[config.mk]
export PLATFORM = sky130hd
export DESIGN_NAME = pixel_reader_flat
export DESIGN_NICKNAME = d
export VERILOG_FILES = /design/src/design/line_buf_pkg.sv /design/src/design/line_ram_if.sv /design/src/design/pixel_reader.sv /design/src/flat_wrapper.sv
export VERILOG_INCLUDE_DIRS = /design/src /design/src/design
export SDC_FILE = /design/constraint.sdc
export NUM_CORES = 1
export LEC_CHECK = 0
export ABC_AREA = 1
export BUFFER_PORTS_ARGS = -buffer_cell sky130_fd_sc_hd__buf_2
export CAP_MARGIN = 20
export CORE_UTILIZATION = 42
export CTS_CLUSTER_DIAMETER = 30
export DETAILED_ROUTE_END_ITERATION = 12
export HOLD_SLACK_MARGIN = 0.12
export PLACE_DENSITY = 0.77
export SYNTH_ARGS = -nofsm -noshare
export SYNTH_HDL_FRONTEND = slang
export SYNTH_SLANG_ARGS = --single-unit
[constraint.sdc]
create_clock -name R_AXIS_ACLK -period 1.7 [get_ports R_AXIS_ACLK]
set_input_delay 0.17 -clock R_AXIS_ACLK [delete_from_list [all_inputs] [get_ports R_AXIS_ACLK]]
set_output_delay 0.17 -clock R_AXIS_ACLK [all_outputs]
set_load 0.02 [all_outputs]
[src/design/line_buf_params.svh]
`ifndef LINE_BUF_PARAMS_SVH
`define LINE_BUF_PARAMS_SVH

// Storage address width, 2048 entries
`define LB_ADDR_W 11

// Destination flops per pointer synchronizer
`define LB_SYNC_STAGES 2

// Completed-line counter width
`define LB_LINE_CNT_W 16

`endif

[src/design/line_buf_pkg.sv]
`include "line_buf_params.svh"

package line_buf_pkg;

    localparam int LB_DEPTH = 1 << `LB_ADDR_W; // Entries in the line storage

    // One RGB888 pixel, red in the top byte
    typedef struct packed {
        logic [7:0] r;
        logic [7:0] g;
        logic [7:0] b;
    } rgb888_t;

    // Stored item, pixel plus end-of-line flag
    typedef struct packed {
        logic    last;
        rgb888_t pix;
    } lb_entry_t;

    typedef logic [`LB_ADDR_W-1:0] lb_addr_t; // Storage address

    // Address plus wrap bit, wrap bit separates full from empty
    typedef logic [`LB_ADDR_W:0] lb_ptr_t;

endpackage

[src/design/line_ram_if.sv]
`timescale 1ns/1ps

interface line_ram_if
    import line_buf_pkg::*;
();

    // Write port, write clock domain
    logic      wr_clk;
    logic      wr_en;
    lb_addr_t  wr_addr;
    lb_entry_t wr_data;

    // Read port, R_AXIS_ACLK domain
    logic      rd_en;
    lb_addr_t  rd_addr;
    lb_entry_t rd_data; // Valid the cycle after the read edge

    modport writer (
        output wr_clk, wr_en, wr_addr, wr_data
    );

    modport reader (
        output rd_en, rd_addr,
        input  rd_data
    );

    modport ram (
        input  wr_clk, wr_en, wr_addr, wr_data,
        input  rd_en, rd_addr,
        output rd_data
    );

endinterface

[src/design/pixel_reader.sv]
`timescale 1ns/1ps
`include "line_buf_params.svh"

module pixel_reader
    import line_buf_pkg::*;
(
    input  logic                      R_AXIS_ACLK,
    input  logic                      R_AXIS_ARESETN,
    input  lb_ptr_t                   wr_ptr_sync,  // Write pointer seen in this domain
    output lb_ptr_t                   rd_ptr,
    output logic                      pix_valid,
    output rgb888_t                   pix_data,
    output logic                      pix_last,
    output logic [`LB_LINE_CNT_W-1:0] line_count,
    line_ram_if.reader                ram
);

    logic empty;
    logic rd_issue;
    logic rd_vld_q; // Read in flight, data lands this cycle

    assign empty    = (wr_ptr_sync == rd_ptr);
    assign rd_issue = ~empty; // No back-pressure on the output side

    assign ram.rd_en   = rd_issue;
    assign ram.rd_addr = rd_ptr[`LB_ADDR_W-1:0];

    // Strobe qualifies the entry returned by the storage
    assign pix_valid = rd_vld_q;
    assign pix_data  = ram.rd_data.pix;
    assign pix_last  = ram.rd_data.last;

    always_ff @(posedge R_AXIS_ACLK) begin
        if (!R_AXIS_ARESETN) begin
            rd_ptr     <= '0;
            rd_vld_q   <= 1'b0;
            line_count <= '0;
        end else begin
            rd_vld_q <= rd_issue;
            if (rd_issue) begin
                rd_ptr <= rd_ptr + lb_ptr_t'(1); // Back to back while data remains
            end
            if (rd_vld_q && ram.rd_data.last) begin
                line_count <= line_count + 1'b1; // One per completed line
            end
        end
    end

endmodule

[src/flat_wrapper.sv]
// flat-port wrapper written by rule: the top's interface ports become plain ports
module pixel_reader_flat import line_buf_pkg::*;
  (R_AXIS_ACLK, R_AXIS_ARESETN, wr_ptr_sync, rd_ptr, pix_valid, pix_data, pix_last, line_count, ram_rd_en, ram_rd_addr, ram_rd_data);
  line_ram_if ram_i ();
  input  logic R_AXIS_ACLK;
  input  logic R_AXIS_ARESETN;
  input  lb_ptr_t wr_ptr_sync;
  output lb_ptr_t rd_ptr;
  output logic pix_valid;
  output rgb888_t pix_data;
  output logic pix_last;
  output logic [`LB_LINE_CNT_W-1:0] line_count;
  output wire logic [$bits(ram_i.rd_en)-1:0] ram_rd_en;
  output wire logic [$bits(ram_i.rd_addr)-1:0] ram_rd_addr;
  input wire logic [$bits(ram_i.rd_data)-1:0] ram_rd_data;
  assign ram_rd_en = ram_i.rd_en;
  assign ram_rd_addr = ram_i.rd_addr;
  assign ram_i.rd_data = ram_rd_data;
  pixel_reader u_core (.R_AXIS_ACLK(R_AXIS_ACLK), .R_AXIS_ARESETN(R_AXIS_ARESETN), .wr_ptr_sync(wr_ptr_sync), .rd_ptr(rd_ptr), .pix_valid(pix_valid), .pix_data(pix_data), .pix_last(pix_last), .line_count(line_count), .ram(ram_i));
endmodule
==> results.py, run 1 <==
metrics = {
    "run_status": {
        "status": "complete, no violations",
    },
    "placed_design": {
        "io_buffers": 56,
        "place_ws_ps": 148.1,
        "globalplace.congestion": 0.8219,
        "dp_cells": 442,
        "dp_hpwl_mm": 3.367,
    },
    "hold_path": {
        "min_to": "u_core.rd_ptr[0]",
        "hold_path_class": "in -> reg",
        "hold_path_depth": 3,
        "min_from": "R_AXIS_ARESETN",
    },
    "synth": {
        "synth-compound-area-share": 0.04096,
        "synth.top_cells.by_area": "dfxtp_1 (27%), nand2_1 (19%), buf_4 (13%)",
        "ys_seq_area_frac": 0.2715,
        "synth_area_per_cell_um2": 6.058,
        "yosysTopAreaCellShare": 0.2715,
        "synth_adder_area_share": 0.01170,
        "yosys.area_share.simple": 0.3745,
        "netlist_area_um2": 2138,
        "synth_seq_cells": 29,
        "yosysTopAreaCell": "dfxtp_1",
        "synth_top_family_by_area": "simple AND/OR/NAND/NOR gates",
        "synth_xor_area_frac": 0.04915,
        "synth_cells": 353,
        "yosysUniqueCellTypes": 25,
        "ys.warnings.count": 0,
        "muxShareOfSynthArea": 0,
        "syn_nets": 394,
    },
    "job": {
        "cap_viol_max_count": 0,
    },
    "setup_path": {
        "cp_data_required_time_ps": 1890,
        "critPathCaptureType": "flip-flop",
        "regToRegSetupSlack_ps": 120,
        "worstSetupStartpoint": "u_core.rd_ptr[1]",
        "critPathMaxFanout": 7,
        "reg2reg_to": "u_core.rd_ptr[6]",
        "crit_arrival_ps": 1770,
        "crit_type": "reg -> reg",
        "start_kind": "flip-flop",
        "timing.rr.start": "u_core.rd_ptr[1]",
        "r2r_cells": 7,
    },
    "cts": {
        "cts_sinks": 29,
        "clk_latency_ps": 280,
        "path_clk_slew_ps": 70,
        "cts_buffers": 5,
        "h-tree-depth": 2,
        "cts-root-buf": "clkbuf_8",
        "cts_tree": "yes",
        "clk_path_buf_depth": 2,
    },
    "global_route": {
        "grt_max_degree": 15,
        "overflow": 0,
        "grt_pass1_vias": 1905,
        "antenna_found_initial": 0,
        "grt_pass1_wl_mm": 7.872,
        "grt_usage": 0.1886,
    },
    "detailed_routing": {
        "routed_wl_mm": 4.563,
        "avgRoutedWirePerCell_um": 10.05,
        "detail_route.first_pass.iterations": 4,
        "vias_per_cell": 4.493,
        "drt_first_iter_violations": 130,
        "via_count": 2040,
        "ant_nets": 0,
        "drc": 0,
    },
    "floorplanning": {
        "fp.dieArea_um2": 5380,
        "die_h_um": 73.35,
        "die_w_um": 73.35,
        "start_util": 0.4439,
        "num_io_pins": 105,
        "rows": 25,
        "core_um2": 4817,
    },
    "sta": {
        "max_freq_ghz": 0.6335,
        "setup_slack_ps": 121.4,
        "slew_headroom": 0.8241,
        "skew_ps": 4.728,
        "finalHoldViolCount": 0,
        "worst_pin_slew_ps": 263.8,
        "min_period_ps": 1579,
        "setup_viol": 0,
        "holdWs_ps": 243.6,
        "post-route-period-util": 0.9286,
        "maxSlewViolCount": 0,
    },
    "finish": {
        "antenna_cells": 0,
        "nets": 427,
        "fin_cells": 454,
        "layout-drive-gt1-share": 0.2481,
        "area_delta_synth_final_pct": 12.00,
        "num-fill-cells": 505,
        "utilization": 0.4971,
    },
    "power": {
        "vdd_drop_max_uv": 468.5,
        "p_leak_nw": 1.266,
        "p_per_area_nw_per_um2": 599.5,
    },
}
cells by family (layout without fill, tap and decap cells):
kind of cell,Yosys count,in the layout
simple gates,189,189
compound gates,17,17
flops,29,29
buf+inv,104,138
xor+xnor,12,12
fa+ha+maj,2,2
layout make-up:
| type | count | area [um2] | share of cell area |
|---|---|---|---|
| Tap cell | 67 | 83.83 | 0.03501 |
| Sequential cell | 29 | 590.6 | 0.2466 |
| Inverter | 63 | 236.5 | 0.09875 |
| Clock buffer | 8 | 80.08 | 0.03344 |
| Timing Repair Buffer | 67 | 375.4 | 0.1567 |
| Multi-Input combinational cell | 220 | 1028 | 0.4295 |
cell usage after synthesis:
library cell / n
inv_2: 3
nand3_2: 1
buf_4: 37
nand2_1: 108
clkinv_1: 1
nor3_4: 1
xor2_1: 6
nand3_1: 25
nor3b_1: 1
inv_1: 59
nor2_1: 40
a21oi_1: 8
buf_2: 2
buf_1: 1
nor2_2: 2
nor3_1: 4
nor2_4: 2
nand4_1: 1
buf_6: 1
ha_1: 2
xnor2_1: 6
nand2_2: 4
dfxtp_1: 29
a211oi_1: 1
o21ai_0: 8
critical path: stages, from the launching register on:
cell and delay [ps]:
dfxtp_1 440, ha_1 230, nand2_1 130, nor3_4 260
xor2_1 250, nand2_2 90, inv_1 50, nor2_1 30
cell usage in the layout (no fill, tap or decap), types with 6 or more instances in the layout:
cell     instances
nand2_1        108
inv_1           57
buf_2           56
nor2_1          38
nand3_1         25
dfxtp_1         23
buf_4           10
o21ai_0          8
a21oi_1          8
xnor2_1          6
xor2_1           6
worst max-delay path by stage:
stage	to	cells after the start	slack (ps)
global route	u_core.line_count[12]	9	-20
global placement	u_core.line_count[12]	8	200
finish	u_core.rd_ptr[6]	7	120
detailed placement	u_core.rd_ptr[6]	7	150
CTS	ram_rd_en	8	5
floorplan	u_core.rd_ptr[6]	7	170
flip-flops by register name, indices dropped and copies added (netlist names):
name	cells
u_core.line_count	16
u_core.rd_ptr	12
u_core.pix_valid	1
power by group:
part	switching [mW]	total (mW)	internal, mW
Sequential	0.0140	0.705	0.691
Combinational	0.111	0.182	0.0714
Clock	0.258	0.548	0.290
Total	0.383	1.44	1.05
per-layer routing:
metal  GRT usage  share of wire  wire, um
met5           0              0         0
met3     0.04801          0.066       299
met2      0.3230           0.46      2117
met1      0.2113           0.45      2047
met4      0.1111          0.022        99
metrics by stage:
step                TNS (ps)  power (mW)  area [um2]
finish                     0       1.436        2395
global route          -21.19       1.500        2395
CTS                        0       1.455        2345
detailed placement         0      0.9013        2265
global placement           0      0.8987        2265
floorplan                  0      0.9312        2138
what timing repair did:
action,4_1_cts,5_1_grt
pin swaps,1,1
buffers inserted,0,4
setup endpoints to repair,1,12
hold buffers,0,0
endpoints found under the hold margin,0,0
resized for setup,0,12
Note: power is estimated with default switching activity, not from simulation.
==> inputs of run 2 (changes only) <==
Settings changed: CELL_PAD_IN_SITES_DETAIL_PLACEMENT set to 1, CELL_PAD_IN_SITES_GLOBAL_PLACEMENT set to 1, CORE_UTILIZATION 42 to 30, PLACE_DENSITY 0.77 to 0.83.
==> run 2 against run 1 <==
  * Critical path depth shrank 1
  * Clock power grew 40%
  * Flip-flop and latch count is the same
  * Critical endpoint is now ram_rd_en
==> results.py, run 2 (synthesis gave the netlist of run 1 again) <==
metrics = {
    "cts": {
        "cts_hold_buffers": 0,
        "cts_tree": "yes",
        "cts_buffers": 5,
        "cts-root-buf": "clkbuf_8",
        "clk_latency_ps": 290,
        "clk_path_buf_depth": 2,
        "path_clk_slew_ps": 70,
        "h-tree-depth": 2,
        "cts_sinks": 29,
    },
    "setup_path": {
        "cp_data_required_time_ps": 1530,
        "crit_arrival_ps": 1460,
        "crit_type": "reg -> out",
        "start_kind": "flip-flop",
        "critPathMaxFanout": 7,
        "critPathCaptureType": "primary output",
    },
    "sta": {
        "tns_ps": 0,
        "finalHoldViolCount": 0,
        "setup_viol": 0,
        "skew_ps": 7.213,
        "max_freq_ghz": 0.6146,
        "slew_headroom": 0.7897,
        "post-route-period-util": 0.9571,
        "rsz0062_at_grt": "false",
        "maxSlewViolCount": 0,
        "min_period_ps": 1627,
        "worst_pin_slew_ps": 315.0,
    },
    "global_route": {
        "grt_max_degree": 15,
        "antenna_found_initial": 0,
        "grt_pass1_wl_mm": 9.936,
        "grt_pass1_vias": 2216,
        "overflow": 0,
        "grt_usage": 0.1687,
    },
    "power": {
        "pwr-share-seq": 0.424,
        "swShare": 0.2532,
        "pwr-share-clk": 0.461,
        "p_per_area_nw_per_um2": 675.6,
        "p_comb_frac": 0.115,
        "vdd_drop_max_uv": 384.2,
        "netSwitchingPower_mw": 0.4217,
        "internal_power_mw": 1.244,
        "p_leak_nw": 1.289,
    },
    "finish": {
        "final_cell_mix": "nand2_1 (108), inv_1 (58), buf_2 (56), nor2_1 (38)",
        "nets": 426,
        "largest_reg_flops": 16,
        "antenna_cells": 0,
        "num-fill-cells": 936,
        "layout_commonest_cell": "nand2_1",
        "final_cell_area_um2": 2465,
        "regMostFlops": "u_core.line_count",
        "area_delta_synth_final_pct": 15.27,
        "layout-drive-gt1-share": 0.2409,
    },
    "detailed_routing": {
        "detail_route.first_pass.iterations": 4,
        "vias_per_cell": 4.434,
        "via_count": 2137,
        "drc": 0,
        "routed_wl_mm": 5.884,
        "ant_nets": 0,
        "drt_first_iter_violations": 27,
        "avgRoutedWirePerCell_um": 12.21,
    },
    "placed_design": {
        "io_buffers": 56,
        "globalplace.congestion": 0.7713,
        "dp_hpwl_mm": 4.579,
        "place_area_um2": 2328,
    },
    "floorplanning": {
        "start_util": 0.3130,
        "core_um2": 6832,
        "die_w_um": 86.43,
        "die_h_um": 86.43,
        "fp.dieArea_um2": 7469,
        "rows": 30,
        "num_io_pins": 105,
    },
    "job": {
        "cap_viol_max_count": 0,
    },
    "hold_path": {
        "hold_path_class": "in -> reg",
    },
    "run_status": {
        "status": "complete, no violations",
    },
}
run 2: cell count changes in the layout (fill, tap and decap cells not counted), moves of 2 or more:
cell and change:
inv_2 -2, clkbuf_1 -2, buf_4 -2, dfxtp_1 +2
run 2: cell type report:
type | instances | area, um2 | area share
multi-input cells | 220 | 1023 | 0.4152
flip-flops and latches | 29 | 585.6 | 0.2376
repair buffers | 66 | 380.4 | 0.1543
inverters | 63 | 239.0 | 0.09695
well taps | 96 | 120.1 | 0.04873
clock buffers | 7 | 86.33 | 0.03503
clock inverters | 1 | 30.03 | 0.01218
run 2: path summary, 6_finish.rpt:
path / cells past startpoint / from / slack [ps] / end
setup / recovery: 6 / u_core.rd_ptr[5] / 70 / ram_rd_en
hold reg to reg: 2 / u_core.line_count[2] / 490 / u_core.line_count[2]
setup reg to reg: 10 / u_core.rd_ptr[5] / 120 / u_core.rd_ptr[3]
hold / removal: 3 / R_AXIS_ARESETN / 220 / u_core.line_count[14]
run 2: through the flow:
stage / total power [mW] / std cells / setup WS [ps] / util / hold slack, ps
2_1_floorplan: 0.9312 / 353 / 171.9 / - / 308.4
6_report: 1.665 / 482 / 72.86 / 0.3608 / 222.5
3_5_place_dp: 0.9143 / 473 / 112.7 / 0.3408 / 340.1
5_1_grt: 1.741 / 482 / 0.2449 / 0.3608 / 242.4
3_3_place_gp: 0.9059 / 473 / 174.5 / 0.3408 / 340.1
4_1_cts: 1.687 / 482 / 55.32 / 0.3590 / 227.0
run 2: metal layers:
layer  vias up  track usage  part of all wire  wire, um
met3         9      0.03429             0.033       194
met4         0      0.04394             0.010        61
met5         -            0                 0         0
li1       1080            -                 -         -
met2        46       0.3312              0.54      3174
met1      1002       0.1817              0.42      2454
run 2: power groups by stage:
stage / clock network [mW] / registers (mW) / logic, mW
2_1_floorplan: 0 / 0.734 / 0.197
4_1_cts: 0.788 / 0.706 / 0.194
3_3_place_gp: 0 / 0.720 / 0.186
5_1_grt: 0.818 / 0.709 / 0.213
6_report: 0.768 / 0.706 / 0.191
3_5_place_dp: 0 / 0.721 / 0.193
run 2: repair_timing:
item | in CTS | in global routing
gates resized for setup | 0 | 8
setup buffers | 1 | 0
setup endpoints to repair | 1 | 10
pin swaps | 1 | 0
run 2: worst max-delay path, stage by stage, from the launching register on:
cell and delay, ps:
dfxtp_1 510, nand2_1 90, nand2_1 90, nand2_1 60
nor2_2 140, nand3_2 100, buf_2 170
==> inputs of run 3 (changes only) <==
==> constraint.sdc (replaced) <==
create_clock -name R_AXIS_ACLK -period 1.7 [get_ports R_AXIS_ACLK]
set_input_delay 0.34 -clock R_AXIS_ACLK [delete_from_list [all_inputs] [get_ports R_AXIS_ACLK]]
set_output_delay 0.34 -clock R_AXIS_ACLK [all_outputs]
set_load 0.02 [all_outputs]
==> run 3 against run 2 <==
  * Critical path depth fell by 1
  * Sequential share of layout area down 0.19 points
  * Largest power group unchanged
  * Critical endpoint unchanged
  * Core utilization up 1.5 points
  * Wire length down 1.1%
  * Largest cell class unchanged
  * Clock skew is 1.4 ps lower
==> results.py, run 3 (synthesis gave the netlist of run 1 again) <==
metrics = {
    "run_status": {
        "status": "complete, no violations",
    },
    "global_route": {
        "antenna_found_initial": 0,
        "grt_pass1_wl_mm": 10.04,
        "grt_busiest_layer": "met2",
        "grt_use_met2": 0.3232,
        "grt_max_degree": 18,
        "grt_usage": 0.1714,
        "use_met3": 0.03524,
        "grt_pass1_vias": 2318,
        "grtUsageMet1": 0.1819,
        "overflow": 0,
    },
    "power": {
        "p_leak_nw": 1.329,
        "pwr-share-seq": 0.420,
        "power_mw": 1.665,
        "vdd_drop_max_uv": 326.2,
        "pwr-share-clk": 0.458,
        "swShare": 0.2536,
        "p_per_area_nw_per_um2": 648.0,
        "internal_power_mw": 1.243,
        "netSwitchingPower_mw": 0.4223,
        "p_comb_frac": 0.122,
    },
    "cts": {
        "cts_hold_buffers": 0,
        "clk_latency_ps": 290,
        "h-tree-depth": 2,
        "cts-root-buf": "clkbuf_8",
        "cts_buffers": 5,
        "path_clk_slew_ps": 70,
        "cts_sinks": 29,
        "clk_path_buf_depth": 2,
        "cts_tree": "yes",
    },
    "detailed_routing": {
        "ant_nets": 0,
        "vias_per_cell": 4.460,
        "drt_first_iter_violations": 45,
        "routed_wl_mm": 5.819,
        "via_count": 2181,
        "avgRoutedWirePerCell_um": 11.90,
        "drc": 0,
        "detail_route.first_pass.iterations": 4,
    },
    "setup_path": {
        "crit_type": "reg -> out",
        "crit_arrival_ps": 1310,
        "cp_slowest_stage_delay_ps": 410,
        "path_cells": "xnor2_1 > nand2_1 > nor2_4 > nand3_2 > buf_6",
        "critPathCaptureType": "primary output",
        "cp_data_required_time_ps": 1360,
        "start_kind": "flip-flop",
        "cpMaxStageDelayCell": "dfxtp_2",
        "critPathMaxFanout": 7,
    },
    "finish": {
        "regArea_um2": 605.6,
        "antenna_cells": 0,
        "num-fill-cells": 942,
        "nets": 433,
        "layout_commonest_cell": "nand2_1",
        "final_cell_mix": "nand2_1 (101), buf_2 (55), inv_1 (54), nor2_1 (36), nand3_1 (25)",
        "layout-drive-gt1-share": 0.3079,
        "regMostFlops": "u_core.line_count",
        "largest_reg_flops": 16,
        "utilization": 0.3762,
        "area_delta_synth_final_pct": 20.19,
        "multi_input_area_um2": 1056,
    },
    "floorplanning": {
        "core_um2": 6832,
        "start_util": 0.3130,
        "die_w_um": 86.43,
        "die_h_um": 86.43,
        "rows": 30,
        "fp.dieArea_um2": 7469,
        "num_io_pins": 105,
    },
    "placed_design": {
        "io_buffers": 56,
        "globalplace.congestion": 0.8102,
        "dp_hpwl_mm": 4.393,
    },
    "hold_path": {
        "hold_path_class": "in -> reg",
    },
    "sta": {
        "rsz0062_at_grt": "true",
        "min_period_ps": 1651,
        "slew_headroom": 0.7833,
        "max_freq_ghz": 0.6056,
        "setup_viol": 0,
        "post-route-period-util": 0.9713,
        "skew_ps": 5.832,
        "finalHoldViolCount": 0,
        "maxSlewViolCount": 0,
        "worst_pin_slew_ps": 325.1,
        "tns_ps": 0,
    },
    "job": {
        "cap_viol_max_count": 0,
    },
}
[run 3: changes by cell type in the layout (fill, tap and decap cells not counted), sizes merged]
cell,before,now
buf,66,73
[run 3: what timing repair did]
action / CTS / global route
endpoints found under the setup margin: 1 / 6
setup buffers: 6 / 3
endpoints found under the hold margin: 0 / 0
pin swaps: 3 / 6
gates resized for setup: 20 / 19
[run 3: through the flow]
step | setup WS [ps] | instances | hold WS [ps] | instance area [um2]
6_report | 48.77 | 489 | 438.0 | 2570
5_1_grt | -17.92 | 489 | 464.7 | 2570
4_1_cts | 2.966 | 486 | 443.5 | 2500
3_5_place_dp | 113.4 | 472 | 496.5 | 2308
3_3_place_gp | 177.9 | 472 | 473.2 | 2308
2_1_floorplan | 169.8 | 353 | 478.4 | 2138
[run 3: path summary, 6_finish.rpt]
kind	start	endpoint	slack, ps	cells after the start
hold reg to reg	u_core.line_count[9]	u_core.line_count[9]	500	2
setup reg to reg	u_core.rd_ptr[0]	u_core.rd_ptr[10]	160	10
hold / removal	R_AXIS_ARESETN	u_core.rd_ptr[3]	440	3
setup / recovery	u_core.rd_ptr[2]	ram_rd_en	50	5
[run 3: final cells by class]
type                       instances  share of cell area
timing repair buffer              73              0.1660
clock inverter                     1             0.01168
sequential                        29              0.2356
clock buffer                       7             0.03359
multi-input combinational        220              0.4109
inverter                          63             0.09542
tap                               96             0.04674
[run 3: power groups by stage]
stage	registers, mW	logic, mW	clock network [mW]
floorplan	0.734	0.197	0
global placement	0.721	0.181	0
detailed placement	0.722	0.189	0
CTS	0.704	0.200	0.781
global route	0.702	0.231	0.807
finish	0.700	0.203	0.762
[run 3: critical path, delay by kind of cell, from the launching register on]
| kind | cells | cell delay (ps) |
|---|---|---|
| buffers and inverters | 1 | 140 |
| DFF | 1 | 410 |
| and+or+nand+nor | 3 | 340 |
| xor gates and xnor gates | 1 | 130 |
[run 3: per-layer routing]
layer | vias up | part of all wire
li1 | 1095 | -
met1 | 1014 | 0.42
met2 | 58 | 0.52
met3 | 14 | 0.040
met4 | 0 | 0.025
met5 | - | 0
