<file path="src/design/line_buf_params.svh">
`ifndef LINE_BUF_PARAMS_SVH
`define LINE_BUF_PARAMS_SVH

// Storage address width, 2048 entries
`define LB_ADDR_W 11

// Destination flops per pointer synchronizer
`define LB_SYNC_STAGES 2

// Completed-line counter width
`define LB_LINE_CNT_W 16

`endif

</file>
<file path="src/design/line_buf_pkg.sv">
`include "line_buf_params.svh"

package line_buf_pkg;

    localparam int LB_DEPTH = 1 << `LB_ADDR_W; // Entries in the line storage

    // One RGB888 pixel, red in the top byte
    typedef struct packed {
        logic [7:0] r;
        logic [7:0] g;
        logic [7:0] b;
    } rgb888_t;

    // Stored item, pixel plus end-of-line flag
    typedef struct packed {
        logic    last;
        rgb888_t pix;
    } lb_entry_t;

    typedef logic [`LB_ADDR_W-1:0] lb_addr_t; // Storage address

    // Address plus wrap bit, wrap bit separates full from empty
    typedef logic [`LB_ADDR_W:0] lb_ptr_t;

endpackage

</file>
<file path="src/design/line_ram_if.sv">
`timescale 1ns/1ps

interface line_ram_if
    import line_buf_pkg::*;
();

    // Write port, write clock domain
    logic      wr_clk;
    logic      wr_en;
    lb_addr_t  wr_addr;
    lb_entry_t wr_data;

    // Read port, R_AXIS_ACLK domain
    logic      rd_en;
    lb_addr_t  rd_addr;
    lb_entry_t rd_data; // Valid the cycle after the read edge

    modport writer (
        output wr_clk, wr_en, wr_addr, wr_data
    );

    modport reader (
        output rd_en, rd_addr,
        input  rd_data
    );

    modport ram (
        input  wr_clk, wr_en, wr_addr, wr_data,
        input  rd_en, rd_addr,
        output rd_data
    );

endinterface

</file>
<file path="src/design/axis_line_writer.sv">
`timescale 1ns/1ps
`include "line_buf_params.svh"

module axis_line_writer
    import line_buf_pkg::*;
(
    input  logic     S_AXIS_ACLK,
    input  logic     S_AXIS_ARESETN,
    input  rgb888_t  s_axis_tdata,
    input  logic     s_axis_tvalid,
    input  logic     s_axis_tlast,
    input  lb_ptr_t  rd_ptr_sync,    // Read pointer seen in this domain
    output logic     s_axis_tready,
    output lb_ptr_t  wr_ptr,
    line_ram_if.writer ram
);

    logic    accept;
    lb_ptr_t wr_ptr_nxt;
    logic    full_nxt;

    assign accept = s_axis_tvalid & s_axis_tready; // AXI-Stream handshake

    assign wr_ptr_nxt = accept ? wr_ptr + lb_ptr_t'(1) : wr_ptr;

    // Same address, opposite wrap bit
    assign full_nxt = (wr_ptr_nxt[`LB_ADDR_W-1:0] == rd_ptr_sync[`LB_ADDR_W-1:0]) &&
                      (wr_ptr_nxt[`LB_ADDR_W] != rd_ptr_sync[`LB_ADDR_W]);

    // Accepted beat is written on the same edge
    assign ram.wr_clk       = S_AXIS_ACLK;
    assign ram.wr_en        = accept;
    assign ram.wr_addr      = wr_ptr[`LB_ADDR_W-1:0];
    assign ram.wr_data.pix  = s_axis_tdata;
    assign ram.wr_data.last = s_axis_tlast; // Line end kept with its pixel

    always_ff @(posedge S_AXIS_ACLK) begin
        if (!S_AXIS_ARESETN) begin
            wr_ptr        <= '0;
            s_axis_tready <= 1'b0; // Low through reset
        end else begin
            wr_ptr        <= wr_ptr_nxt;
            s_axis_tready <= ~full_nxt; // Drops on the beat that fills
        end
    end

endmodule

</file>
<file path="src/flat_wrapper.sv">
// flat-port wrapper written by rule: the top's interface ports become plain ports
module axis_line_writer_flat import line_buf_pkg::*;
  (S_AXIS_ACLK, S_AXIS_ARESETN, s_axis_tdata, s_axis_tvalid, s_axis_tlast, rd_ptr_sync, s_axis_tready, wr_ptr, ram_wr_clk, ram_wr_en, ram_wr_addr, ram_wr_data);
  line_ram_if ram_i ();
  input  logic S_AXIS_ACLK;
  input  logic S_AXIS_ARESETN;
  input  rgb888_t s_axis_tdata;
  input  logic s_axis_tvalid;
  input  logic s_axis_tlast;
  input  lb_ptr_t rd_ptr_sync;
  output logic s_axis_tready;
  output lb_ptr_t wr_ptr;
  output wire logic [$bits(ram_i.wr_clk)-1:0] ram_wr_clk;
  output wire logic [$bits(ram_i.wr_en)-1:0] ram_wr_en;
  output wire logic [$bits(ram_i.wr_addr)-1:0] ram_wr_addr;
  output wire logic [$bits(ram_i.wr_data)-1:0] ram_wr_data;
  assign ram_wr_clk = ram_i.wr_clk;
  assign ram_wr_en = ram_i.wr_en;
  assign ram_wr_addr = ram_i.wr_addr;
  assign ram_wr_data = ram_i.wr_data;
  axis_line_writer u_core (.S_AXIS_ACLK(S_AXIS_ACLK), .S_AXIS_ARESETN(S_AXIS_ARESETN), .s_axis_tdata(s_axis_tdata), .s_axis_tvalid(s_axis_tvalid), .s_axis_tlast(s_axis_tlast), .rd_ptr_sync(rd_ptr_sync), .s_axis_tready(s_axis_tready), .wr_ptr(wr_ptr), .ram(ram_i));
endmodule
</file>
<file path="config.mk">
export PLATFORM = sky130hd
export DESIGN_NAME = axis_line_writer_flat
export DESIGN_NICKNAME = d
export VERILOG_FILES = /design/src/design/line_buf_pkg.sv /design/src/design/line_ram_if.sv /design/src/design/axis_line_writer.sv /design/src/flat_wrapper.sv
export VERILOG_INCLUDE_DIRS = /design/src /design/src/design
export SDC_FILE = /design/constraint.sdc
export NUM_CORES = 1
export LEC_CHECK = 0
export ABC_AREA = 0
export BUFFER_PORTS_ARGS = -buffer_cell sky130_fd_sc_hd__buf_4
export CAP_MARGIN = 20
export CORE_ASPECT_RATIO = 0.5
export CORE_MARGIN = 1.5
export CORE_UTILIZATION = 30
export CTS_CLUSTER_SIZE = 40
export DETAILED_ROUTE_END_ITERATION = 16
export RECOVER_POWER = 50
export SLEW_MARGIN = 30
export SYNTH_ARGS = -nofsm -noshare
export SYNTH_HDL_FRONTEND = slang
export SYNTH_SLANG_ARGS = --single-unit
</file>
<file path="constraint.sdc">
create_clock -name S_AXIS_ACLK -period 3.88 [get_ports S_AXIS_ACLK]
set_input_delay 0.194 -clock S_AXIS_ACLK [delete_from_list [all_inputs] [get_ports S_AXIS_ACLK]]
set_output_delay 0.194 -clock S_AXIS_ACLK [all_outputs]
set_load 0.02 [all_outputs]
</file>
==> metrics.md, run 1 <==
| Metric | Value |
|---|---|
| Status | `complete, no violations` |
| Synthesis-stage register bit count | `13` |
| Hold crit path type | `input pin to flip-flop` |
| Synth Warn # | `0` |
| Synth Cell Area | `0.00115 mm²` |
| LEAKAGE | `0.527 nW` |
| Worst setup slack after layout | `1380 ps` |
| Most numerous cell in the Yosys netlist | `buf_4` |
| MaxCap Viol Count | `0` |
| Crit. End Element | `output port` |
| RSZ-0062 raised after global routing | `false` |
| Setup crit start | `S_AXIS_ACLK` |
| Starting DRT DRC Count | `70` |
| Final setup viols | `0` |
| Vias | `a little under 900` |
| Drt wl/cell | `12.1 µm` |
| Post-synthesis simple-gate area fraction | `22.7%` |
| # port buffers | `40` |
| Core box area | `0.00355 mm²` |
| P per Cell Area | `323 mW/mm²` |
| Synth Instances | `140` |
| Share of cells above drive strength 1 | `a little under a third` |
| Synth Area in XOR/XNOR | `a little under a fifth` |
| Row cnt | `15` |
| Hold-fix buffers, CTS | `0` |
| Final WL | `2.38 mm` |
| Vias in the first global route | `770` |
| DRC viols | `0` |
| WS Path Type | `clock port to output port` |
| Die Area | `0.00424 mm²` |
| Placed cell areas | `around 0.0012 mm²` |
| Worst-path cell chain | `clkbuf_8 > clkbuf_8 > buf_4` |
| Setup Fix Bufs, Post-CTS | `0` |
| Gr ovfl total | `0` |
| Critical Path RT | `3690 ps` |
| Final Core Density | `~36%` |
| Latest clock arrival within the worst-skew pair | `350 ps` |
| Sequential share of the synthesized area | `22.6%` |
| Top post-synthesis cells by count | `buf_4 (37), xnor2_1 (15), dfxtp_1 (13)` |
| Initial antenna violation count | `0` |
| Boundary Pins | `91` |
| Cells taking the most area after synthesis | `buf_4 (24%), dfxtp_1 (23%), xnor2_1 (11%), xor2_1 (6.8%), and2_1 (4.3%)` |
| Yosys cell types | `33` |
| First-pass GRT wire length | `3.59 mm` |
| Adder-cell share of the synthesized area | `approximately 1.1%` |
| Least-Margin Pin Slew | `396 ps` |
| Worst-path maximum fanout | `2` |
| Worst path slowest cell | `buf_4` |
| Via/cell ratio | `~4.5` |
| Diode count | `0` |
| Mux contribution to synthesized area | `0%` |
| Layout net count | `between 150 and 200` |
| Die height | `around 47 µm` |
| Final Hold Fails | `0` |
| Fin Setup TNS | `0 ps` |
| Dpl hpwl | `1.82 mm` |
| Synth Area per Inst | `8.23 µm²` |
| First-pass iteration count of the detailed router | `4` |
| Clock skew | `6.23 ps` |
| Clk slew on worst S/H paths | `60 ps` |
| Largest net degree at the start of global routing | `14` |
| Reg2Reg Depth | `7` |
| RD Place Congestion | `0.772` |
| Post-CTS sizing | `0` |
| Main flop type after synthesis | `dfxtp_1` |
| CP peak stage delay | `140 ps` |
| Synthesized Nets | `181` |
| WHS Path Cells | `2` |
| Synth top area share | `between 20% and 30%` |
| Cell area after layout | `0.00128 mm²` |
| Peak supply drop | `128 µV` |
| Area Growth Syn to Fin | `11.3%` |
| CP startpoint kind | `clock port` |
| Number of synthesized flops with an enable pin | `0` |
| Hold_sp | `S_AXIS_ARESETN` |
| Die X-Extent | `90.7 µm` |
| Cell mode on critical path | `clkbuf_8` |
| Routed Antenna Nets | `0` |
| Worst hold slack | `169 ps` |
| Ys async rst share | `0%` |
| Max-slew headroom | `~74%` |
| Arr. time, crit path | `2310 ps` |
| Final Slew Violations | `0` |
| Reg2reg start | `u_core.wr_ptr[0]` |
| Pre-CTS setup slack | `between 1500 and 2000 ps` |
| Starting Density | `between 30% and 40%` |
| GRT Total Usage | `11.7%` |
| Compound-Gate Fraction of Synth Area | `just under 8%` |
| Largest family of logic cells by synthesized area | `buffers and inverters` |
| CTS tree | `done` |
| Post-synth top area cell | `buf_4` |
-- cell usage in the layout (no fill, tap or decap), types with 5 or more instances in the layout --
cell type,instances
clkbuf_8,6
xnor2_1,15
nand3_1,5
xor2_1,9
nor2_1,6
and2_1,7
clkbuf_1,6
nand2_1,9
dfxtp_1,13
buf_4,35
-- flip-flops by register name (all words and copies together), names as in the netlist --
name,cells
u_core.s_axis_tready,1
u_core.wr_ptr,12
-- final timing paths --
path                                        endpoint  slack [ps]
worst min-delay path               u_core.wr_ptr[11]         170
worst max register to register  u_core.s_axis_tready        1600
worst max-delay path                      ram_wr_clk        1380
worst min register to register      u_core.wr_ptr[1]         580
-- logic make-up (layout without fill, tap and decap cells) --
logic type,after synthesis,in the layout
buffers and inverters,45,51
AND/OR/NAND/NOR,44,44
XOR/XNOR,24,24
AO/OA/AOI/OAI,13,13
flip-flops,13,13
adder cells (fa/ha/maj),1,1
-- stage by stage --
step | cells | total power [mW]
after floorplan | 140 | 0.236
after global placement | 190 | 0.220
after detailed placement | 190 | 0.220
after CTS | 197 | 0.421
after global routing | 197 | 0.436
final | 197 | 0.414
-- layout make-up --
cell class / count / area (µm²)
Sequential cell: 13 / 260
Multi-Input combinational cell: 82 / 576
Inverter: 4 / 15.0
Tap cell: 51 / 63.8
Timing Repair Buffer: 39 / 274
Fill cell: 377 / 2260
Clock buffer: 8 / 93.8
-- per-layer routing --
metal / share of wire (%) / GRT usage, % / vias up
met1: 45 / 14.0 / 394
met2: 46 / 17.1 / 40
met4: 2.0 / 7.62 / 0
met3: 7.0 / 5.99 / 8
met5: 0 / 0 / -
li1: - / - / 442
-- report_power, final --
part / leakage, nW / total (mW) / internal [mW] / switching [mW]
sequential: 0.105 / 0.139 / 0.136 / 0.00377
combinational: 0.373 / 0.0471 / 0.0243 / 0.0228
clock: 0.0491 / 0.227 / 0.151 / 0.0763
total: 0.527 / 0.414 / 0.311 / 0.103
-- critical path, delay by kind of cell --
kind,cells,cell delay (ps)
buf+inv,3,370
Power figures use the tool's default switching activity.
==> inputs of run 2 (changes only) <==
--- a/config.mk
+++ b/config.mk
@@ -6,7 +6,7 @@
 export SDC_FILE = /design/constraint.sdc
 export NUM_CORES = 1
 export LEC_CHECK = 0
-export ABC_AREA = 0
+export ABC_AREA = 1
 export BUFFER_PORTS_ARGS = -buffer_cell sky130_fd_sc_hd__buf_4
 export CAP_MARGIN = 20
 export CORE_ASPECT_RATIO = 0.5
==> constraint.sdc (replaced) <==
create_clock -name S_AXIS_ACLK -period 2.4 [get_ports S_AXIS_ACLK]
set_input_delay 0.12 -clock S_AXIS_ACLK [delete_from_list [all_inputs] [get_ports S_AXIS_ACLK]]
set_output_delay 0.12 -clock S_AXIS_ACLK [all_outputs]
set_load 0.02 [all_outputs]
==> metrics.md, run 2 <==
| Metric | Value |
|---|---|
| Status | `complete, no violations` |
| LEAKAGE | `0.664 nW` |
| Synth Cell Area | `~0.0012 mm²` |
| Tmin final | `between 1500 and 2000 ps` |
| RD Place Congestion | `around 0.8` |
| Starting DRT DRC Count | `27` |
| CP peak stage delay | `420 ps` |
| Via/cell ratio | `4.42` |
| Die Area | `0.00450 mm²` |
| Largest Register | `u_core.wr_ptr` |
| Clk slew on worst S/H paths | `60 ps` |
| Synth Instances | `191` |
| Critical Path RT | `around 2600 ps` |
| Setup crit start | `u_core.wr_ptr[1]` |
| Final Hold Fails | `0` |
| CP startpoint kind | `flip-flop` |
| Hold-fix buffers, CTS | `0` |
| P per Cell Area | `499 mW/mm²` |
| Final WL | `2.67 mm` |
| Worst setup slack after layout | `647 ps` |
| GRT Total Usage | `12.4%` |
| Diode count | `0` |
| Tcrit/Tclk final | `73.1%` |
| Drt wl/cell | `10.5 µm` |
| Final setup viols | `0` |
| Worst-path cell chain | `ha_1 > inv_1 > nor2_2 > nand2_2 > nor2_1 > nand2_1 > nand2_1 > nor2_1 > nor2_2 > nand3_1 > nor2_1 > nor2_1` |
| Placed insts | `247` |
| Largest net degree at the start of global routing | `14` |
| Final Core Density | `35.2%` |
| Ys async rst share | `0%` |
| DRC viols | `0` |
| MaxCap Viol Count | `0` |
| Pre-CTS setup slack | `662 ps` |
| Layout net count | `242` |
| Peak supply drop | `roughly 230 µV` |
| Area Growth Syn to Fin | `12.1%` |
| Synthesized Nets | `232` |
| Latest clock arrival within the worst-skew pair | `350 ps` |
| Biggest registers after layout | `u_core.wr_ptr: 12 flops, u_core.s_axis_tready: 1 flops` |
| Hold crit path type | `input pin to flip-flop` |
| Crit. End Element | `flip-flop` |
| Number of synthesized flops with an enable pin | `0` |
| Top post-synthesis cells by count | `nand2_1 (50), buf_4 (37), inv_1 (22)` |
| # port buffers | `40` |
| Hold_sp | `rd_ptr_sync[10]` |
| Cell mode on critical path | `nor2_1` |
| WS Path Type | `flip-flop to flip-flop` |
| RSZ-0062 raised after global routing | `false` |
| Initial antenna violation count | `0` |
| Worst-path maximum fanout | `6` |
| Most frequent cells in the layout | `nand2_1 (50), buf_4 (33), inv_1 (22)` |
| Worst Path Buf+Inv | `1` |
| Core box area | `between 0.003 and 0.004 mm²` |
| Vias in the first global route | `between 900 and 1000` |
| Synthesis-stage register bit count | `13` |
| Gr ovfl total | `0` |
| Commonest non-fill, non-tap cell in the layout | `nand2_1` |
| Post-CTS sizing | `0` |
| # fillers | `431` |
| Boundary Pins | `a little over 90` |
| Clock skew | `7.13 ps` |
| Arr. time, crit path | `1990 ps` |
| Share of cells above drive strength 1 | `29.0%` |
| Routed Antenna Nets | `0` |
| Synth top area share | `between 20% and 30%` |
| Critical path's top delay family | `simple AND/OR/NAND/NOR gates` |
| Worst path slowest cell | `dfxtp_1` |
| Row cnt | `16` |
| Dpl hpwl | `slightly above 2 mm` |
| Starting Density | `a little under a third` |
| Synth Area per Inst | `6.41 µm²` |
| Max-slew headroom | `68.8%` |
| First-pass GRT wire length | `between 4 and 5 mm` |
| Least-Margin Pin Slew | `468 ps` |
| Main flop type after synthesis | `dfxtp_1` |
| Die height | `48.2 µm` |
| Final cell count without fillers | `254` |
| Highest Clock Rate | `about 0.57 GHz` |
| Cell area after layout | `roughly 0.0014 mm²` |
| First-pass iteration count of the detailed router | `4` |
| Placed cell areas | `0.00131 mm²` |
| Synth Warn # | `0` |
| CTS tree | `done` |
| Post-synth top area cell | `buf_4` |
| Die X-Extent | `93.4 µm` |
| Most numerous cell in the Yosys netlist | `nand2_1` |
| Reg2reg start | `u_core.wr_ptr[1]` |
| Cells taking the most area after synthesis | `buf_4 (23%), dfxtp_1 (21%), nand2_1 (15%), inv_1 (6.7%), nor2_1 (4.6%)` |
| Final Slew Violations | `0` |
| Setup Fix Bufs, Post-CTS | `0` |
| Max reg flops | `12` |
| Vias | `between 1000 and 1500` |
| Yosys cell types | `22` |
| Fin Setup TNS | `0 ps` |
| Sequential share of the synthesized area | `between 20% and 30%` |
-- run 2: cell count changes after synthesis, moves of 6 or more --
| cell | previous run | this run |
|---|---|---|
| nand2_1 | 9 | 50 |
| xnor2_1 | 15 | 0 |
| nand3b_1 | 0 | 6 |
| nor2_1 | 6 | 15 |
| inv_1 | 3 | 22 |
| xor2_1 | 9 | 1 |
| nand3_1 | 5 | 11 |
| nand2_2 | 0 | 7 |
| and2_1 | 8 | 0 |
-- run 2: kinds of logic (layout without fill, tap and decap cells) --
logic type | Yosys count | count (layout) | synth area share (%)
and+or+nand+nor | 101 | 101 | 39.0
adders and majority gates | 1 | 1 | 1.02
AOI/OAI and AO/OA | 13 | 13 | 6.13
DFF | 13 | 13 | 21.2
buffers and inverters | 61 | 70 | 30.0
xor gates and xnor gates | 2 | 2 | 2.55
-- run 2: routing by layer --
metal	GRT usage, %	part of all wire [%]	vias up
met5	0	0	-
met4	8.18	2.7	0
met3	6.23	7.2	18
met2	19.1	43	35
met1	14.1	47	495
li1	-	-	575
-- run 2: metrics by stage --
stage	power, mW	hold WS (ps)
2_1_floorplan	0.387	233
5_1_grt	0.728	199
6_report	0.685	184
3_3_place_gp	0.361	233
3_5_place_dp	0.362	233
4_1_cts	0.696	182
-- run 2: worst paths after layout --
path	end	slack, ps	cells past startpoint
worst max-delay path	u_core.s_axis_tready	650	12
worst min-delay path	u_core.s_axis_tready	180	6
worst max register to register	u_core.s_axis_tready	650	12
worst min register to register	u_core.wr_ptr[11]	550	2
-- run 2: tightest hold or removal path, cell delays in order --
cell and delay [ps]:
buf_4 110, nand2_1 50, nand2_1 40, nand3_1 70, nor2_1 40, nor2_1 70
-- run 2: area by class of cell --
| cell class | count | area [µm²] | share of cell area (%) |
|---|---|---|---|
| Inverter | 23 | 86.3 | 6.29 |
| Timing Repair Buffer | 39 | 267 | 19.4 |
| Tap cell | 54 | 67.6 | 4.92 |
| Sequential cell | 13 | 260 | 19.0 |
| Clock inverter | 1 | 5.00 | 0.365 |
| Multi-Input combinational cell | 117 | 597 | 43.5 |
| Clock buffer | 7 | 90.1 | 6.56 |
-- run 2: power by group --
group | leakage, nW | switching [mW] | internal (mW)
sequential | 0.105 | 0.00453 | 0.219
combinational | 0.507 | 0.0448 | 0.0381
clock | 0.0519 | 0.136 | 0.242
==> inputs of run 3 (changes only) <==
--- a/config.mk
+++ b/config.mk
@@ -6,7 +6,7 @@
 export SDC_FILE = /design/constraint.sdc
 export NUM_CORES = 1
 export LEC_CHECK = 0
-export ABC_AREA = 1
+export ABC_AREA = 0
 export BUFFER_PORTS_ARGS = -buffer_cell sky130_fd_sc_hd__buf_4
 export CAP_MARGIN = 20
 export CORE_ASPECT_RATIO = 0.5
@@ -14,6 +14,7 @@
 export CORE_UTILIZATION = 30
 export CTS_CLUSTER_SIZE = 40
 export DETAILED_ROUTE_END_ITERATION = 16
+export PLACE_DENSITY = 0.66
 export RECOVER_POWER = 50
 export SLEW_MARGIN = 30
 export SYNTH_ARGS = -nofsm -noshare
==> constraint.sdc (replaced) <==
create_clock -name S_AXIS_ACLK -period 1.58 [get_ports S_AXIS_ACLK]
set_input_delay 0.079 -clock S_AXIS_ACLK [delete_from_list [all_inputs] [get_ports S_AXIS_ACLK]]
set_output_delay 0.079 -clock S_AXIS_ACLK [all_outputs]
set_load 0.02 [all_outputs]
==> metrics.md, run 3 (synthesis gave the netlist of run 1 again) <==
| Metric | Value |
|---|---|
| LEAKAGE | `between 0.6 and 0.7 nW` |
| Largest Register | `u_core.wr_ptr` |
| Worst-path cell chain | `ha_4 > and3_4 > nand4_1 > buf_4 > nor4_1 > o21ai_0 > o41a_1` |
| P per Cell Area | `666 mW/mm²` |
| Final WL | `2.91 mm` |
| Commonest non-fill, non-tap cell in the layout | `buf_4` |
| Share of cells above drive strength 1 | `slightly above 50%` |
| Final Hold Fails | `0` |
| Die X-Extent | `90.7 µm` |
| Fin Setup TNS | `-437 ps` |
| Vias | `986` |
| Tcrit/Tclk final | `124%` |
| Layout net count | `between 200 and 250` |
| Arr. time, crit path | `between 2000 and 2500 ps` |
| Critical Path RT | `1810 ps` |
| GRT Total Usage | `13.8%` |
| First-pass iteration count of the detailed router | `4` |
| Vias in the first global route | `926` |
| Crit. End Element | `flip-flop` |
| Peak supply drop | `between 200 and 300 µV` |
| MaxCap Viol Count | `0` |
| Failing checks | `setup timing` |
| Worst Path Buf+Inv | `1` |
| Pre-CTS setup slack | `-369 ps` |
| WS Path Type | `flip-flop to flip-flop` |
| Worst-path maximum fanout | `3` |
| RSZ-0062 raised after global routing | `true` |
| Highest Clock Rate | `roughly 0.5 GHz` |
| Clk slew on worst S/H paths | `50 ps` |
| Boundary Pins | `slightly above 90` |
| Row cnt | `15` |
| Starting Density | `32.5%` |
| Max-slew headroom | `roughly 80%` |
| Final cell count without fillers | `between 200 and 250` |
| Latest clock arrival within the worst-skew pair | `350 ps` |
| CP startpoint kind | `flip-flop` |
| DRC viols | `0` |
| Area Growth Syn to Fin | `35.9%` |
| Diode count | `0` |
| Status | `complete, but fails checks` |
| Initial antenna violation count | `0` |
| Dpl hpwl | `~2.2 mm` |
| # fillers | `about 350` |
| CP peak stage delay | `370 ps` |
| Starting DRT DRC Count | `60` |
| Most frequent cells in the layout | `buf_4 (64), xnor2_1 (14), xor2_1 (9)` |
| Die Area | `0.00424 mm²` |
| Gr ovfl total | `0` |
| Tmin final | `1960 ps` |
| Biggest registers after layout | `u_core.wr_ptr: 12 flops, u_core.s_axis_tready: 1 flops` |
| Critical path's top delay family | `simple AND/OR/NAND/NOR gates` |
| Via/cell ratio | `4.36` |
| Die height | `46.8 µm` |
| Worst setup slack after layout | `-383 ps` |
| Largest net degree at the start of global routing | `14` |
| Core box area | `0.00355 mm²` |
| Clock skew | `0.450 ps` |
| Least-Margin Pin Slew | `293 ps` |
| Worst path slowest cell | `dfxtp_4` |
| Final setup viols | `3` |
| Worst hold slack | `44.3 ps` |
| Drt wl/cell | `12.9 µm` |
| CTS tree | `done` |
| RD Place Congestion | `0.786` |
| Final Slew Violations | `0` |
| First-pass GRT wire length | `4.45 mm` |
| Routed Antenna Nets | `0` |
| Hold crit path type | `input pin to flip-flop` |
| Max reg flops | `12` |
| # port buffers | `40` |
| Placed insts | `roughly 220` |
run 3: final timing paths:
check	from	cells past startpoint	slack, ps	to
worst max-delay path	u_core.wr_ptr[1]	7	-380	u_core.s_axis_tready
worst min-delay path	S_AXIS_ARESETN	2	40	u_core.s_axis_tready
worst max register to register	u_core.wr_ptr[1]	7	-380	u_core.s_axis_tready
worst min register to register	u_core.wr_ptr[11]	2	630	u_core.wr_ptr[11]
run 3: final cells by class:
class	count	area, µm²	area share (%)
Clock buffer	8	93.8	5.99
Inverter	4	15.0	0.958
Tap cell	51	63.8	4.07
Multi-Input combinational cell	82	613	39.1
Sequential cell	13	274	17.5
Timing Repair Buffer	68	507	32.3
run 3: per-layer routing:
layer	GRT usage (%)	part of all wire, %	vias to the layer above
met5	0	0	-
met1	16.9	45	444
met4	6.03	1.0	0
li1	-	-	497
met2	22.4	48	35
met3	5.34	5.3	10
run 3: power breakdown:
group / internal, mW / switching (mW) / total [mW]
Combinational: 0.0702 / 0.0643 / 0.134
Sequential: 0.332 / 0.00619 / 0.338
Clock: 0.372 / 0.199 / 0.571
run 3: what timing repair did:
item,4_1_cts,5_1_grt
hold endpoints to repair,0,0
endpoints found under the setup margin,3,4
hold buffers,0,0
setup buffers,1,0
resized for setup,3,2
pin swaps,2,3
run 3: metrics by stage:
stage / power, mW / instance area, µm² / utilization [%]
6_report: 1.04 / 1570 / 44.2
3_5_place_dp: 0.555 / 1460 / 41.3
4_1_cts: 1.06 / 1570 / 44.2
5_1_grt: 1.10 / 1570 / 44.2
3_3_place_gp: 0.554 / 1460 / 41.3
2_1_floorplan: 0.584 / 1190 / -
